==> src/hdl/axi_sram_defs.svh <==
// width macros for the axi burst sram
// data, byte address, word index and strobe widths
`ifndef AXI_SRAM_DEFS_SVH
`define AXI_SRAM_DEFS_SVH

// full beat width, only 64-bit beats are served
`define AXI_SRAM_DATA_W 64

// byte address width on the aw and ar channels
`define AXI_SRAM_ADDR_W 32

// 1024 words in the array
`define AXI_SRAM_INDEX_BITS 10

// one strobe bit per byte lane
`define AXI_SRAM_STRB_W 8

`endif

==> src/hdl/axi_burst_pkg.sv <==
// axi burst protocol types: burst kind, response code, beat length and size
// plus the legality check shared by both engines
package axi_burst_pkg;

   typedef enum logic [1:0] {
      FIXED = 2'b00,
      INCR  = 2'b01,
      WRAP  = 2'b10
   } burst_t;

   typedef enum logic [1:0] {
      OKAY   = 2'b00,
      EXOKAY = 2'b01,
      SLVERR = 2'b10,
      DECERR = 2'b11
   } resp_t;

   // beats minus one
   typedef logic [7:0] beat_len_t;
   // log2 of bytes per beat
   typedef logic [2:0] beat_size_t;

   // 8 bytes per beat
   localparam beat_size_t FULL_SIZE = 3'd3;

   // narrow size or odd wrap length gets slverr
   function automatic logic burst_error(beat_len_t len, beat_size_t size, burst_t burst);
      logic bad_wrap;
      bad_wrap = (burst == WRAP) && !(len inside {8'd1, 8'd3, 8'd7, 8'd15});
      return (size != FULL_SIZE) || bad_wrap;
   endfunction

endpackage

==> src/hdl/sram_map_pkg.sv <==
// memory map types: address union, word index, data and strobe words
// and the per-beat index step
`include "axi_sram_defs.svh"

package sram_map_pkg;

   localparam int OFF_W = $clog2(`AXI_SRAM_STRB_W);
   localparam int TAG_W = `AXI_SRAM_ADDR_W - `AXI_SRAM_INDEX_BITS - OFF_W;

   typedef logic [`AXI_SRAM_INDEX_BITS-1:0] word_idx_t;
   typedef logic [`AXI_SRAM_DATA_W-1:0]     data_t;
   typedef logic [`AXI_SRAM_STRB_W-1:0]     strb_t;

   // tag bits above the array are ignored, so addresses wrap
   typedef struct packed {
      logic [TAG_W-1:0] tag;
      word_idx_t        idx;
      logic [OFF_W-1:0] off;
   } sram_addr_map_t;

   typedef union packed {
      logic [`AXI_SRAM_ADDR_W-1:0] raw;
      sram_addr_map_t              map;
   } sram_addr_t;

   // fixed holds, incr steps, wrap steps inside the aligned block
   function automatic word_idx_t next_index(word_idx_t idx, word_idx_t mask,
                                            axi_burst_pkg::burst_t burst);
      word_idx_t inc;
      inc = word_idx_t'(idx + 1'b1);
      case (burst)
         axi_burst_pkg::FIXED: return idx;
         axi_burst_pkg::WRAP:  return (idx & ~mask) | (inc & mask);
         default:              return inc;
      endcase
   endfunction

endpackage

==> src/hdl/axi_write_engine.sv <==
// write side: aw capture, beat addressing, strobed array writes
// and the b channel
`timescale 1ns/1ps

module axi_write_engine (
   input  logic                       clk,
   input  logic                       rst,
   input  sram_map_pkg::sram_addr_t   awaddr,
   input  axi_burst_pkg::beat_len_t   awlen,
   input  axi_burst_pkg::beat_size_t  awsize,
   input  axi_burst_pkg::burst_t      awburst,
   input  logic                       awvalid,
   output logic                       awready,
   input  logic                       wlast,
   input  logic                       wvalid,
   output logic                       wready,
   output axi_burst_pkg::resp_t       bresp,
   output logic                       bvalid,
   input  logic                       bready,
   output logic                       wr_en,
   output sram_map_pkg::word_idx_t    wr_idx
);

   typedef enum logic [1:0] {
      W_IDLE = 2'b00,
      W_DATA = 2'b01,
      W_RESP = 2'b11
   } wr_state_t;

   wr_state_t                 state;
   sram_map_pkg::word_idx_t   idx;
   sram_map_pkg::word_idx_t   mask;
   axi_burst_pkg::burst_t     burst;
   axi_burst_pkg::beat_len_t  len;
   axi_burst_pkg::beat_len_t  count;
   logic                      cfg_err;
   logic                      resp_err;
   logic                      aw_hs;
   logic                      w_hs;
   logic                      last_beat;

   assign aw_hs     = awvalid && awready;
   assign w_hs      = wvalid && wready;
   assign last_beat = (count == len);

   assign awready = (state == W_IDLE);
   assign wready  = (state == W_DATA);
   assign bvalid  = (state == W_RESP);
   assign bresp   = resp_err ? axi_burst_pkg::SLVERR : axi_burst_pkg::OKAY;

   // bad bursts still take their beats but never touch the array
   assign wr_en  = w_hs && !cfg_err;
   assign wr_idx = idx;

   always_ff @(posedge clk) begin
      if (rst) begin
         state <= W_IDLE;
      end else begin
         case (state)
            W_IDLE: if (aw_hs) state <= W_DATA;
            W_DATA: if (w_hs && last_beat) state <= W_RESP;
            W_RESP: if (bready) state <= W_IDLE;
            default: state <= W_IDLE;
         endcase
      end
   end

   // burst context, loaded on aw and stepped per beat
   always_ff @(posedge clk) begin
      if (aw_hs) begin
         idx      <= awaddr.map.idx;
         mask     <= sram_map_pkg::word_idx_t'(awlen);
         burst    <= awburst;
         len      <= awlen;
         count    <= '0;
         cfg_err  <= axi_burst_pkg::burst_error(awlen, awsize, awburst);
         resp_err <= axi_burst_pkg::burst_error(awlen, awsize, awburst);
      end else if (w_hs) begin
         idx   <= sram_map_pkg::next_index(idx, mask, burst);
         count <= count + 8'd1;
         // master's wlast must sit on beat len
         if (wlast != last_beat) begin
            resp_err <= 1'b1;
         end
      end
   end

endmodule

==> config.mk <==
export PLATFORM = sky130hd
export DESIGN_NAME = axi_write_engine
export DESIGN_NICKNAME = d
export VERILOG_FILES = /design/src/hdl/axi_burst_pkg.sv /design/src/hdl/sram_map_pkg.sv /design/src/hdl/axi_write_engine.sv
export VERILOG_INCLUDE_DIRS = /design/src /design/src/hdl
export SDC_FILE = /design/constraint.sdc
export NUM_CORES = 1
export LEC_CHECK = 0
export BUFFER_PORTS_ARGS = -buffer_cell sky130_fd_sc_hd__buf_2
export CAP_MARGIN = 20
export CELL_PAD_IN_SITES_DETAIL_PLACEMENT = 1
export CELL_PAD_IN_SITES_GLOBAL_PLACEMENT = 2
export CORE_UTILIZATION = 28
export DETAILED_ROUTE_END_ITERATION = 10
export PLACE_DENSITY = 0.81
export SYNTH_ARGS = -nofsm -noshare
export SYNTH_HDL_FRONTEND = slang
export SYNTH_SLANG_ARGS = --single-unit
export TNS_END_PERCENT = 20
==> constraint.sdc <==
create_clock -name clk -period 1.8 [get_ports clk]
set_input_delay 0.36 -clock clk [delete_from_list [all_inputs] [get_ports clk]]
set_output_delay 0.36 -clock clk [all_outputs]
set_load 0.02 [all_outputs]
==> results of run 1 <==
-- routing by layer --
| metal | share of wire [%] | track usage, % | vias up | wire length [um] |
|---|---|---|---|---|
| li1 | - | - | 695 | - |
| met1 | 45 | 16.4 | 666 | 1860 |
| met2 | 50 | 24.3 | 26 | 2100 |
| met3 | 3.4 | 3.07 | 6 | 140 |
| met4 | 1.7 | 6.43 | 0 | 70 |
| met5 | 0 | 0 | - | 0 |
-- Yosys cell counts, drive strengths merged, types with 4 or more instances --
| cell | number | area [um^2] |
|---|---|---|
| nand3 | 4 | 20.0 |
| a21oi | 4 | 20.0 |
| nor2 | 14 | 52.6 |
| edfxtp | 22 | 661 |
| xnor2 | 5 | 43.8 |
| nand4 | 4 | 25.0 |
| nor3 | 4 | 20.0 |
| o21ai | 14 | 70.1 |
| o21a | 8 | 60.1 |
| xor2 | 16 | 140 |
| nand2 | 26 | 100 |
| buf | 7 | 48.8 |
| dfxtp | 10 | 200 |
-- worst min-delay path by stage --
stage | startpoint | endpoint | cells after the start
2_1_floorplan | rst | state[0] | 1
3_3_place_gp | count[7] | count[7] | 2
3_5_place_dp | count[1] | count[1] | 2
4_1_cts | rst | state[0] | 2
5_1_grt | rst | state[0] | 2
6_report | rst | state[0] | 2
-- area by class of cell --
class	instances	area, um^2
clock buffers	6	82.6
clock inverters	2	10.0
inverters	3	11.3
repair buffers	51	275
flip-flops and latches	32	861
fillers	697	3790
multi-input cells	126	798
well taps	75	93.8
-- stage by stage --
| step | hold WS (ps) | setup TNS, ps |
|---|---|---|
| finish | 242 | 0 |
| CTS | 234 | 0 |
| global placement | 517 | 0 |
| global route | 236 | 0 |
| floorplan | 432 | 0 |
| detailed placement | 527 | -51.2 |
-- kinds of logic (layout without fill, tap and decap cells) --
kind of cell	count (synthesis)	count (layout)	synth area share, %
AND/OR/NAND/NOR	69	69	22.1
AO/OA/AOI/OAI	33	33	11.8
flip-flops	32	32	50.0
XOR/XNOR	21	21	10.7
buffers and inverters	11	62	3.70
adder cells (fa/ha/maj)	2	2	1.45
other	1	1	0.218
-- report_power, final --
part | switching [mW] | internal, mW
registers | 0.0451 | 0.848
clock network | 0.262 | 0.304
logic | 0.169 | 0.124
total | 0.477 | 1.28
-- worst register-to-register path, stage by stage, from the launching register on --
cell and delay [ps]:
edfxtp_1 450, xor2_1 190, nor4_2 490, nand3_1 130, nand3_1 120
==> results.toml, run 1 <==
[cells_and_area]
layout_common_cells = "buf_2, nand2_1, edfxtp_1, xor2_1, nor2_1"
postLayoutCoreUtil_pct = 36.0
drive_gt1_share_pct = 31.4
syn_to_final_growth_pct = 23.7
instances_no_fill = 295
final_nets = 272
design_area_um2 = 2130
antennaDiodeCount = 0
final_common_cell = "buf_2"

[drt]
dr.pass1.iters = 4
vias_per_cell = 4.72
drt_iter0_markers = 61
vias = 1393
wl_per_cell_um = 14.1
drc = 0
ant_nets = 0
drt_wl_total_um = 4170

[setup_path]
worst-path-stages = 4
startpoint_type = "flip-flop"
slowest_delay_ps = 490
crit_arrival_ps = 1650
critPathKind = "reg2reg"
crit_fanout = 3
reg2reg_depth = 4
path_buf_inv = 0
crit_top_cell = "nand3_1"
required_ps = 1800
reg2reg_from = "mask[2]"
setup.worst_path.start = "mask[2]"
cp_slowest_cell = "nor4_2"
r2r-end = "resp_err"
end_kind = "flip-flop"
crit_end = "resp_err"
crit_family = "simple AND/OR/NAND/NOR gates"
crit_path_cell_trace = "xor2_1 -> nor4_2 -> nand3_1 -> nand3_1"
reg2reg_slack_ps = 150

[clock_network]
cts_tree = "yes"
cts_buffer_depth = 2
cts_setup_buffers = 0
clk_pin_slew_ps = 70
cts-root-buf = "clkbuf_8"
cts_resized = 0
clkLatencyLatePin_ps = 290
cts_buffers = 5
htree_levels = 2
numClockSinks = 32
cts_hold_buffers = 0

[sta]
drv_slew = 0
finClkSkew_ps = 3.67
rsz0062_at_grt = "no"
max_freq_ghz = 0.606
final_hold_viol_count = 0
fin_crit_ps = 1650
post-route-period-util_pct = 91.6
setup_slack_ps = 151
setup_viol = 0

[die]
die-height_um = 80.4
ioPinCount = 67
start_util_pct = 29.1
die_x_um = 80.4
rows = 28
coreArea_um2 = 5920
die-area_um2 = 6470

[status]
status = "complete, no violations"

[placed_design]
port_buffers = 43
dp_slack_ps = -51.2
hpwl_um = 3360
place.gp.congestion = 0.776
placed_cells = 287
placed_cell_area_um2 = 2040

[global_route]
grt_max_degree = 15
gr-total-overflow = 0
track_usage_pct = 14.1
antenna_found_initial = 0
grt_pass1_vias = 1376
grt_pass1_wl_um = 6680

[logic_synthesis]
syn_area_um2 = 1720
syn_area_per_cell_um2 = 10.2
synth_fp_nets = 222
ys_seq_elements = 32
synth_edf_count = 22
yosys_warnings = 0
synth.distinct_cells = 42
seq_area_frac_synth_pct = 50.0
ys_async_sr_fraction_pct = 0
syn-instance-count = 169
synth-main-ff-cell = "edfxtp_1"

[power]
finalPower_mw = 1.75
vdd_ir_drop_max_uv = 228
power.leakage_nw = 0.884
powerDensity_nw_per_um2 = 822

[hold_path]
hold_path_class = "in2reg"

[job]
drv_cap = 0
Power figures use the tool's default switching activity.
==> inputs of run 2 (changes only) <==
--- a/config.mk
+++ b/config.mk
@@ -10,9 +10,9 @@
 export CAP_MARGIN = 20
 export CELL_PAD_IN_SITES_DETAIL_PLACEMENT = 1
 export CELL_PAD_IN_SITES_GLOBAL_PLACEMENT = 2
-export CORE_UTILIZATION = 28
+export CORE_UTILIZATION = 26
 export DETAILED_ROUTE_END_ITERATION = 10
-export PLACE_DENSITY = 0.81
+export PLACE_DENSITY = 0.79
 export SYNTH_ARGS = -nofsm -noshare
 export SYNTH_HDL_FRONTEND = slang
 export SYNTH_SLANG_ARGS = --single-unit
==> constraint.sdc (replaced) <==
create_clock -name clk -period 1.35 [get_ports clk]
set_input_delay 0.27 -clock clk [delete_from_list [all_inputs] [get_ports clk]]
set_output_delay 0.27 -clock clk [all_outputs]
set_load 0.02 [all_outputs]
==> run 2 against run 1 <==
Effect of this change: the run now ends with negative setup slack left; largest cell class is now multi-input gates; clock power grew 23%; worst hold slack got worse by 88 ps; sequential share of layout area decreased by 5.8 points; cell count is 13% higher.
==> results.toml, run 2 (synthesis gave the netlist of run 1 again) <==
[status]
status = "complete, but fails checks"
violations = "negative setup slack"

[drt]
wl_per_cell_um = 13.4
dr.pass1.iters = 4
ant_nets = 0
vias = 1529
drc = 0
vias_per_cell = 4.61
drt_iter0_markers = 37
drt_wl_total_um = 4450

[die]
coreArea_um2 = 6390
rows = 29
ioPinCount = 67
die-height_um = 83.4
die-area_um2 = 6960
start_util_pct = 27.0
die_x_um = 83.4

[power]
vdd_ir_drop_max_uv = 315
finalPower_mw = 2.39
power.leakage_nw = 1.08
internal-power_mw = 1.73
p_sw_uw = 661
powerDensity_nw_per_um2 = 953
p_comb_share_pct = 21.3
clkPwrFrac_pct = 29.1
pwr-share-seq_pct = 49.6
switching_share_pct = 27.7

[global_route]
antenna_found_initial = 0
gr-total-overflow = 0
grt_pass1_vias = 1525
grt_max_degree = 24
track_usage_pct = 13.4
grt_pass1_wl_um = 7180

[clock_network]
cts_buffer_depth = 2
htree_levels = 2
cts_tree = "yes"
clkLatencyLatePin_ps = 280
cts-root-buf = "clkbuf_8"
numClockSinks = 32
clk_pin_slew_ps = 70
cts_buffers = 5
cts_hold_buffers = 0

[sta]
fin_crit_ps = 1490
setup_slack_ps = -143
post-route-period-util_pct = 111
max_freq_ghz = 0.670
rsz0062_at_grt = "yes"
setup_viol = 9
drv_slew = 0
finClkSkew_ps = 5.55
final_hold_viol_count = 0

[job]
drv_cap = 0

[setup_path]
end_kind = "flip-flop"
r2r-end = "resp_err"
startpoint_type = "flip-flop"
crit_fanout = 3
reg2reg_depth = 5
critPathKind = "reg2reg"
crit_arrival_ps = 1500
reg2reg_from = "mask[5]"
required_ps = 1360
reg2reg_slack_ps = -140

[placed_design]
place.gp.congestion = 0.774
hpwl_um = 3440
placed_cell_area_um2 = 2280
port_buffers = 43

[hold_path]
min-delay-start = "rst"
hold_path_class = "in2reg"
min_path_cells = 2
hold-path-endpoint = "state[1]"

[cells_and_area]
layout_common_cells = "buf_4, buf_2, nand2_1, edfxtp_1, xor2_1"
drive_gt1_share_pct = 45.5
final_common_cell = "buf_4"
final_nets = 308
syn_to_final_growth_pct = 45.5
antennaDiodeCount = 0
design_area_um2 = 2510
[run 2: final cells by class]
cell class	instances	area [um^2]
Fill cell	756	3880
Multi-Input combinational cell	126	871
Sequential cell	32	866
Timing Repair Buffer	87	584
Tap cell	77	96.3
Clock buffer	6	72.6
Inverter	3	11.3
Clock inverter	1	5.00
[run 2: per-layer routing]
| layer | routed length [um] | global-route usage [%] | vias to the layer above |
|---|---|---|---|
| li1 | - | - | 768 |
| met1 | 1870 | 15.1 | 720 |
| met2 | 2290 | 23.8 | 32 |
| met3 | 206 | 3.58 | 9 |
| met4 | 84 | 5.64 | 0 |
| met5 | 0 | 0 | - |
[run 2: how the worst max path moves through the flow]
stage | startpoint | to | slack, ps | depth (start not counted)
after floorplan | wr_idx[0] | flip-flop | -140 | 5
after global placement | awlen[5] | resp_err | -300 | 5
after detailed placement | awlen[5] | resp_err | -310 | 5
after CTS | mask[5] | resp_err | -150 | 5
after global routing | mask[0] | resp_err | -240 | 5
final | mask[5] | resp_err | -140 | 5
[run 2: power groups by stage]
stage	clock network, mW	logic, mW	registers [mW]
2_1_floorplan	0	0.211	1.25
3_3_place_gp	0	0.465	1.20
3_5_place_dp	0	0.474	1.21
4_1_cts	0.719	0.491	1.19
5_1_grt	0.757	0.561	1.20
6_report	0.695	0.509	1.19
[run 2: worst max-delay path: stages (launching register included)]
cell      delay [ps]
edfxtp_1         410
xor2_1           190
nor4_2           280
buf_4            180
nand3_2           80
nand3_2           80
[run 2: through the flow]
step,instances,hold slack [ps],utilization [%],worst slack (ps),TNS [ps]
floorplan,169,342,-,-135,-1080
global placement,318,457,35.8,-297,-939
CTS,327,145,38.0,-148,-506
detailed placement,318,461,35.8,-310,-1210
finish,332,154,39.2,-143,-394
global route,332,151,39.2,-239,-1300
[run 2: repair_timing]
action | CTS | global route
setup endpoints to repair | 17 | 21
gates resized for setup | 15 | 12
setup buffers | 2 | 5
pin swaps | 4 | 12
