$ cat src/hdl/axi_sram_defs.svh
// width macros for the axi burst sram
// data, byte address, word index and strobe widths
`ifndef AXI_SRAM_DEFS_SVH
`define AXI_SRAM_DEFS_SVH

// full beat width, only 64-bit beats are served
`define AXI_SRAM_DATA_W 64

// byte address width on the aw and ar channels
`define AXI_SRAM_ADDR_W 32

// 1024 words in the array
`define AXI_SRAM_INDEX_BITS 10

// one strobe bit per byte lane
`define AXI_SRAM_STRB_W 8

`endif

$ cat src/hdl/axi_burst_pkg.sv
// axi burst protocol types: burst kind, response code, beat length and size
// plus the legality check shared by both engines
package axi_burst_pkg;

   typedef enum logic [1:0] {
      FIXED = 2'b00,
      INCR  = 2'b01,
      WRAP  = 2'b10
   } burst_t;

   typedef enum logic [1:0] {
      OKAY   = 2'b00,
      EXOKAY = 2'b01,
      SLVERR = 2'b10,
      DECERR = 2'b11
   } resp_t;

   // beats minus one
   typedef logic [7:0] beat_len_t;
   // log2 of bytes per beat
   typedef logic [2:0] beat_size_t;

   // 8 bytes per beat
   localparam beat_size_t FULL_SIZE = 3'd3;

   // narrow size or odd wrap length gets slverr
   function automatic logic burst_error(beat_len_t len, beat_size_t size, burst_t burst);
      logic bad_wrap;
      bad_wrap = (burst == WRAP) && !(len inside {8'd1, 8'd3, 8'd7, 8'd15});
      return (size != FULL_SIZE) || bad_wrap;
   endfunction

endpackage

$ cat src/hdl/sram_map_pkg.sv
// memory map types: address union, word index, data and strobe words
// and the per-beat index step
`include "axi_sram_defs.svh"

package sram_map_pkg;

   localparam int OFF_W = $clog2(`AXI_SRAM_STRB_W);
   localparam int TAG_W = `AXI_SRAM_ADDR_W - `AXI_SRAM_INDEX_BITS - OFF_W;

   typedef logic [`AXI_SRAM_INDEX_BITS-1:0] word_idx_t;
   typedef logic [`AXI_SRAM_DATA_W-1:0]     data_t;
   typedef logic [`AXI_SRAM_STRB_W-1:0]     strb_t;

   // tag bits above the array are ignored, so addresses wrap
   typedef struct packed {
      logic [TAG_W-1:0] tag;
      word_idx_t        idx;
      logic [OFF_W-1:0] off;
   } sram_addr_map_t;

   typedef union packed {
      logic [`AXI_SRAM_ADDR_W-1:0] raw;
      sram_addr_map_t              map;
   } sram_addr_t;

   // fixed holds, incr steps, wrap steps inside the aligned block
   function automatic word_idx_t next_index(word_idx_t idx, word_idx_t mask,
                                            axi_burst_pkg::burst_t burst);
      word_idx_t inc;
      inc = word_idx_t'(idx + 1'b1);
      case (burst)
         axi_burst_pkg::FIXED: return idx;
         axi_burst_pkg::WRAP:  return (idx & ~mask) | (inc & mask);
         default:              return inc;
      endcase
   endfunction

endpackage

$ cat src/hdl/axi_read_engine.sv
// read side: ar capture, beat addressing, array read enable
// and the r channel with back-pressure
`timescale 1ns/1ps

module axi_read_engine (
   input  logic                       clk,
   input  logic                       rst,
   input  sram_map_pkg::sram_addr_t   araddr,
   input  axi_burst_pkg::beat_len_t   arlen,
   input  axi_burst_pkg::beat_size_t  arsize,
   input  axi_burst_pkg::burst_t      arburst,
   input  logic                       arvalid,
   output logic                       arready,
   output sram_map_pkg::data_t        rdata,
   output axi_burst_pkg::resp_t       rresp,
   output logic                       rlast,
   output logic                       rvalid,
   input  logic                       rready,
   input  sram_map_pkg::data_t        rd_word,
   output logic                       rd_en,
   output sram_map_pkg::word_idx_t    rd_idx
);

   typedef enum logic {
      R_IDLE = 1'b0,
      R_DATA = 1'b1
   } rd_state_t;

   rd_state_t                 state;
   sram_map_pkg::word_idx_t   idx;
   sram_map_pkg::word_idx_t   mask;
   sram_map_pkg::word_idx_t   step_idx;
   axi_burst_pkg::burst_t     burst;
   axi_burst_pkg::beat_len_t  len;
   axi_burst_pkg::beat_len_t  count;
   logic                      err;
   logic                      ar_hs;
   logic                      r_hs;
   logic                      last_beat;

   assign ar_hs     = arvalid && arready;
   assign r_hs      = rvalid && rready;
   assign last_beat = (count == len);

   assign arready = (state == R_IDLE);
   assign rvalid  = (state == R_DATA);
   assign rlast   = rvalid && last_beat;

   // error bursts return zeros, the array output is ignored
   assign rdata = err ? '0 : rd_word;
   assign rresp = err ? axi_burst_pkg::SLVERR : axi_burst_pkg::OKAY;

   assign step_idx = sram_map_pkg::next_index(idx, mask, burst);

   // first index on ar, next index on each accepted beat but the last
   // no read while stalled, so rdata holds under back-pressure
   assign rd_en  = ar_hs || (r_hs && !last_beat);
   assign rd_idx = ar_hs ? araddr.map.idx : step_idx;

   always_ff @(posedge clk) begin
      if (rst) begin
         state <= R_IDLE;
      end else begin
         case (state)
            R_IDLE: if (ar_hs) state <= R_DATA;
            R_DATA: if (r_hs && last_beat) state <= R_IDLE;
            default: state <= R_IDLE;
         endcase
      end
   end

   // idx tracks the beat currently on the r channel
   always_ff @(posedge clk) begin
      if (ar_hs) begin
         idx   <= araddr.map.idx;
         mask  <= sram_map_pkg::word_idx_t'(arlen);
         burst <= arburst;
         len   <= arlen;
         count <= '0;
         err   <= axi_burst_pkg::burst_error(arlen, arsize, arburst);
      end else if (r_hs) begin
         idx   <= step_idx;
         count <= count + 8'd1;
      end
   end

endmodule

$ cat config.mk
export PLATFORM = sky130hd
export DESIGN_NAME = axi_read_engine
export DESIGN_NICKNAME = d
export VERILOG_FILES = /design/src/hdl/axi_burst_pkg.sv /design/src/hdl/sram_map_pkg.sv /design/src/hdl/axi_read_engine.sv
export VERILOG_INCLUDE_DIRS = /design/src /design/src/hdl
export SDC_FILE = /design/constraint.sdc
export NUM_CORES = 1
export LEC_CHECK = 0
export BUFFER_PORTS_ARGS = -buffer_cell sky130_fd_sc_hd__buf_4
export CORE_MARGIN = 2
export CORE_UTILIZATION = 40
export DETAILED_ROUTE_END_ITERATION = 8
export PLACE_DENSITY = 0.95
export SETUP_SLACK_MARGIN = 0.4
export SLEW_MARGIN = 0
export SYNTH_ARGS = -nofsm -noshare
export SYNTH_HDL_FRONTEND = slang
export SYNTH_SLANG_ARGS = --single-unit
$ cat constraint.sdc
create_clock -name clk -period 3.05 [get_ports clk]
set_input_delay 0.1525 -clock clk [delete_from_list [all_inputs] [get_ports clk]]
set_output_delay 0.1525 -clock clk [all_outputs]
set_load 0.005 [all_outputs]
==> impl_metrics.toml, run 1 <==
[yosys]
synth_ff_type = "edfxtp_1"
synth_fp_nets = 340
seq_area_frac_synth_pct = 40.3
synthTopCellsByArea = "edfxtp_1 31%, nor2b_1 20%, dfxtp_1 9.0%"
syn_area_per_cell_um2 = 8.94
synth-edff-count = 21
synth_cells = 225
yosysUniqueCellTypes = 35
yosysTopAreaCellShare_pct = 31.4
synthArstFlopShare_pct = 0
synth_area_mm2 = 0.00201
ys_ff_latch = 30
yosys_warnings = 0
yosys.area.top_type = "edfxtp_1"

[critical_path]
reg2reg_to = "idx[6]$_DFFE_PP_"
end_kind = "primary output"
crit_start = "rvalid$_SDFF_PP0_"
crit_chain = "inv_1 -> nand2_2 -> inv_1 -> nor4b_1 -> a21oi_1 -> o21ai_0 -> buf_4"
criticalPathCategory = "flop to primary output"
r2r_setup_slack_ns = 0.99
r2r_start = "rvalid$_SDFF_PP0_"
r2r_cells = 6
crit_top_cell = "inv_1"
endpoint = "rd_idx[6]"
worstPathRequired_ns = 2.90
crit_slowest_cell = "inv_1"
cp_slowest_stage_delay_ns = 0.45
timing.critical_path.arrival_ns = 2.31
crit_fanout = 26
startpoint_type = "flop"

[sta]
skew_ns = 0.00427
setup_tns_ns = 0
hold_ws_ns = 0.0256
clock.fmax_mhz = 406
period_share_pct = 80.8
worst_pin_slew_ns = 0.964
rsz0062_at_grt = "false"
maxSlewViolCount = 0
fin_crit_ns = 2.46
setup_viol = 0
relSlewSlack_pct = 35.7
finalHoldViolCount = 0

[finish]
layout_commonest_cell = "buf_4"
register_area_um2 = 811
multiInputGateArea_mm2 = 0.00111
drive_gt1_share_pct = 47.2
nets = 504
area_growth_pct = 69.0
stdcell_area_mm2 = 0.00340
mostFrequentLayoutCells = "171 x buf_4, 65 x nor2b_1, 21 x edfxtp_1, 18 x nor2_1, 16 x xnor2_1"
diodes = 0
fill_cells = 370

[global_route]
antenna_found_initial = 0
gr-usage-all-layers_pct = 24.2
grt_pass1_vias = 2004
grt_pass1_wl_mm = 9.83
grt_overflow_total = 0
grt_max_degree = 34

[power]
power.leakage_nw = 1.54
powerDensity_mw_per_mm2 = 345
peakVddDrop_v = 0.000208

[clocking]
ctsResizeCount = 0
path_clk_slew_ns = 0.06
clkSinkCount = 30
cts_buffers = 5
worstSkewPairLatency_ns = 0.29
cts_htree_levels = 2
cts_tree = "built"
cts_hold_buf = 0
post_cts_buffers = 0
cts_root_buf = "clkbuf_8"
clk_path_buf_depth = 2

[placement]
finalWeightedCongestion = 0.881
hpwl_mm = 6.01
port_buffers = 169
place_area_mm2 = 0.00331

[floorplanning]
start_util_pct = 42.0
fp.dieArea_mm2 = 0.00561
ioPinCount = 193
rows = 25
die_h_um = 74.9
coreArea_mm2 = 0.00479
dieWidth_um = 74.9

[route]
wire_per_inst_um = 16.1
routed_wl_mm = 7.35
drt-initial-drc-count = 124
drtPass1Iterations = 4
ant_nets = 0
via_per_inst = 4.82
route.detailed.drc = 0
via_count = 2205

[run_status]
status = "complete, no violations"

[min_path]
hold_path.startpoint = "rst"
hold_path.class = "primary input to flop"

[run]
maxCapViolations = 0
power breakdown:
| part | switching (W) | leakage (nW) | internal [W] |
|---|---|---|---|
| Combinational | 0.000123 | 1.22 | 0.000196 |
| Sequential | 0.0000441 | 0.273 | 0.000475 |
| Clock | 0.000151 | 0.0482 | 0.000182 |
metal layers:
| metal | up-vias | track usage (%) | part of all wire, % |
|---|---|---|---|
| met4 | 0 | 7.94 | 2.0 |
| met5 | - | 0 | 0 |
| met3 | 19 | 8.70 | 8.9 |
| li1 | 1075 | - | - |
| met2 | 123 | 40.0 | 51 |
| met1 | 988 | 29.3 | 38 |
sequential cells by signal, indices dropped and copies added, names as in the netlist:
| name | cells |
|---|---|
| err | 1 |
| count | 8 |
| burst | 2 |
| mask | 8 |
| idx | 10 |
| rvalid | 1 |
layout make-up:
type,instances,area share [%]
clock inverter,1,0.147
timing repair buffer,171,37.8
clock buffer,7,2.54
inverter,5,0.552
sequential,30,23.9
tap,67,2.47
multi-input combinational,176,32.7
cell families (layout without fill, tap and decap cells):
kind of cell / count (synthesis) / in the layout / synth area share, %
AOI/OAI and AO/OA: 25 / 25 / 6.91
muxes: 2 / 2 / 0.996
xor gates and xnor gates: 23 / 23 / 10.0
DFF: 30 / 30 / 40.3
other: 1 / 1 / 0.187
adders and majority gates: 2 / 2 / 1.24
and+or+nand+nor: 123 / 123 / 35.8
buffers and inverters: 19 / 184 / 4.48
cell usage after synthesis, types with 2 or more instances:
library cell	n
o21ai_0	7
nand4_1	9
a21oi_1	12
nand3_1	4
nand2_1	12
inv_1	5
nand2_2	2
buf_2	3
nor3_1	2
mux2i_1	2
ha_1	2
xor2_1	7
edfxtp_1	21
buf_4	2
dfxtp_1	9
o21a_1	2
clkbuf_1	7
nor2b_1	65
xnor2_1	16
and3_1	2
nor2_1	18
nor4_2	2
nand2b_1	2
through the flow:
| step | instances | total power, W | util, % | setup WS, ns |
|---|---|---|---|---|
| after global routing | 457 | 0.00122 | 71.0 | 0.455 |
| after CTS | 457 | 0.00118 | 71.0 | 0.583 |
| after floorplan | 225 | 0.000646 | - | 1.61 |
| final | 457 | 0.00117 | 71.0 | 0.585 |
| after global placement | 449 | 0.000832 | 69.1 | 1.02 |
| after detailed placement | 449 | 0.000842 | 69.1 | 0.907 |
critical path, delay by kind of cell, from the launching register on:
kind            cells  cell delay, ns
simple gates        2            0.67
compound gates      2            0.22
flops               1            0.40
buf+inv             3            0.73
worst min-delay path by stage:
stage / endpoint / cells past startpoint
5_1_grt: rvalid$_SDFF_PP0_ / 2
2_1_floorplan: rvalid$_SDFF_PP0_ / 1
3_3_place_gp: rvalid$_SDFF_PP0_ / 2
4_1_cts: rvalid$_SDFF_PP0_ / 2
3_5_place_dp: rvalid$_SDFF_PP0_ / 2
6_report: rvalid$_SDFF_PP0_ / 2
Note: power is estimated with default switching activity, not from simulation.
==> run 2: changes to the inputs <==
--- a/config.mk
+++ b/config.mk
@@ -7,10 +7,11 @@
 export NUM_CORES = 1
 export LEC_CHECK = 0
 export BUFFER_PORTS_ARGS = -buffer_cell sky130_fd_sc_hd__buf_4
+export CORE_ASPECT_RATIO = 1.75
 export CORE_MARGIN = 2
-export CORE_UTILIZATION = 40
+export CORE_UTILIZATION = 37
 export DETAILED_ROUTE_END_ITERATION = 8
-export PLACE_DENSITY = 0.95
+export PLACE_DENSITY = 0.91
 export SETUP_SLACK_MARGIN = 0.4
 export SLEW_MARGIN = 0
 export SYNTH_ARGS = -nofsm -noshare
==> constraint.sdc (replaced) <==
create_clock -name clk -period 2.44 [get_ports clk]
set_input_delay 0.122 -clock clk [delete_from_list [all_inputs] [get_ports clk]]
set_output_delay 0.122 -clock clk [all_outputs]
set_load 0.005 [all_outputs]
==> run 2 against run 1 <==
Cell area increased by 0.44%. Final cell count down 2.0%. Via count down 0.68%. Sequential share of layout area is 0.10 points lower.
==> impl_metrics.toml, run 2 (synthesized netlist as in run 1, its figures left out) <==
[run_status]
status = "complete, no violations"

[global_route]
grt_pass1_vias = 2129
grt_max_degree = 66
grt_overflow_total = 0
grt_pass1_wl_mm = 10.0
gr-usage-all-layers_pct = 21.9
antenna_found_initial = 0

[finish]
layout_commonest_cell = "buf_4"
nets = 507
fill_cells = 456
area_growth_pct = 69.8
top_register = "idx"
drive_gt1_share_pct = 47.3
diodes = 0
reg_top3 = "idx: 10 flops, count: 8 flops, mask: 8 flops"
mostFrequentLayoutCells = "173 x buf_4, 65 x nor2b_1, 21 x edfxtp_1, 18 x nor2_1, 16 x xnor2_1"
largest_register_ffs = 10

[route]
wire_per_inst_um = 15.4
via_per_inst = 4.89
drt-initial-drc-count = 61
drtPass1Iterations = 4
ant_nets = 0
via_count = 2190
route.detailed.drc = 0
routed_wl_mm = 6.89

[placement]
port_buffers = 169
hpwl_mm = 5.77
finalWeightedCongestion = 0.915
dp_worst_setup_slack_ns = 0.795

[power]
powerDensity_mw_per_mm2 = 424
power.leakage_nw = 1.56
peakVddDrop_v = 0.000348

[run]
maxCapViolations = 0

[sta]
finalHoldViolCount = 0
fin_crit_ns = 1.95
rsz0062_at_grt = "true"
clock.fmax_mhz = 512
period_share_pct = 80.0
setup_ws_ns = 0.487
relSlewSlack_pct = 61.5
setup_tns_ns = 0
skew_ns = 0.00338
worst_pin_slew_ns = 0.578
setup_viol = 0
maxSlewViolCount = 0

[critical_path]
end_kind = "primary output"
worstPathRequired_ns = 2.32
startpoint_type = "flop"
crit_fanout = 4
timing.critical_path.arrival_ns = 1.83
criticalPathCategory = "flop to primary output"
r2r_setup_slack_ns = 0.82

[clocking]
cts_tree = "built"
clkSinkCount = 30
cts_htree_levels = 2
clk_path_buf_depth = 2
path_clk_slew_ns = 0.06
cts_buffers = 5
worstSkewPairLatency_ns = 0.28
cts_root_buf = "clkbuf_8"

[floorplanning]
fp.dieArea_mm2 = 0.00606
ioPinCount = 193
rows = 35
die_h_um = 102
coreArea_mm2 = 0.00526
start_util_pct = 38.3
dieWidth_um = 59.7

[min_path]
hold_path.class = "primary input to flop"
run 2: changes by cell type in the layout (fill, tap and decap cells not counted), sizes merged:
cell,before,now
buf,171,173
dlygate4sd3,0,1
run 2: worst paths after layout:
kind | start | endpoint | cells past startpoint
worst max-delay path | idx[0]$_DFFE_PP_ | rd_idx[6] | 6
worst min-delay path | arlen[3] | mask[3]$_DFFE_PP_ | 1
worst max register to register | idx[0]$_DFFE_PP_ | idx[6]$_DFFE_PP_ | 5
worst min register to register | count[1]$_SDFFE_PP0P_ | count[1]$_SDFFE_PP0P_ | 2
run 2: what timing repair did:
action	in CTS	in global routing
hold buffers	1	0
endpoints found under the setup margin	0	2
setup buffers	0	2
hold endpoints to repair	1	0
gates resized for setup	0	1
run 2: worst max-delay path: stages (launching register included):
cell	delay (ns)
edfxtp_1	0.45
ha_1	0.25
nand4_1	0.14
nor2_1	0.15
mux2i_1	0.09
o21ai_0	0.31
buf_4	0.18
run 2: power breakdown:
| part | internal (W) | switching (W) |
|---|---|---|
| logic | 0.000249 | 0.000157 |
| registers | 0.000593 | 0.0000460 |
| clock network | 0.000227 | 0.000176 |
run 2: through the flow:
stage / instance area (µm²) / cells / utilization, % / total power (W) / hold WS (ns)
floorplan: 2010 / 225 / - / 0.000807 / 0.195
global placement: 3290 / 437 / 62.6 / 0.00104 / 0.286
detailed placement: 3290 / 437 / 62.6 / 0.00105 / 0.287
CTS: 3390 / 446 / 64.6 / 0.00146 / 0.0193
global route: 3410 / 448 / 65.0 / 0.00153 / 0.00875
finish: 3410 / 448 / 65.0 / 0.00145 / 0.0267
run 2: layout make-up:
class / instances / area, µm² / area share [%]
Inverter: 5 / 18.8 / 0.550
Clock inverter: 1 / 5.00 / 0.147
Timing Repair Buffer: 174 / 1310 / 38.3
Tap cell: 55 / 68.8 / 2.02
Multi-Input combinational cell: 176 / 1110 / 32.7
Clock buffer: 7 / 86.3 / 2.53
Sequential cell: 30 / 811 / 23.8
run 2: per-layer routing:
| metal | wire (µm) | track usage [%] | up-vias |
|---|---|---|---|
| met4 | 114 | 7.69 | 0 |
| met5 | 0 | 0 | - |
| met3 | 739 | 9.83 | 11 |
| li1 | - | - | 1084 |
| met1 | 2340 | 23.0 | 977 |
| met2 | 3700 | 37.6 | 118 |
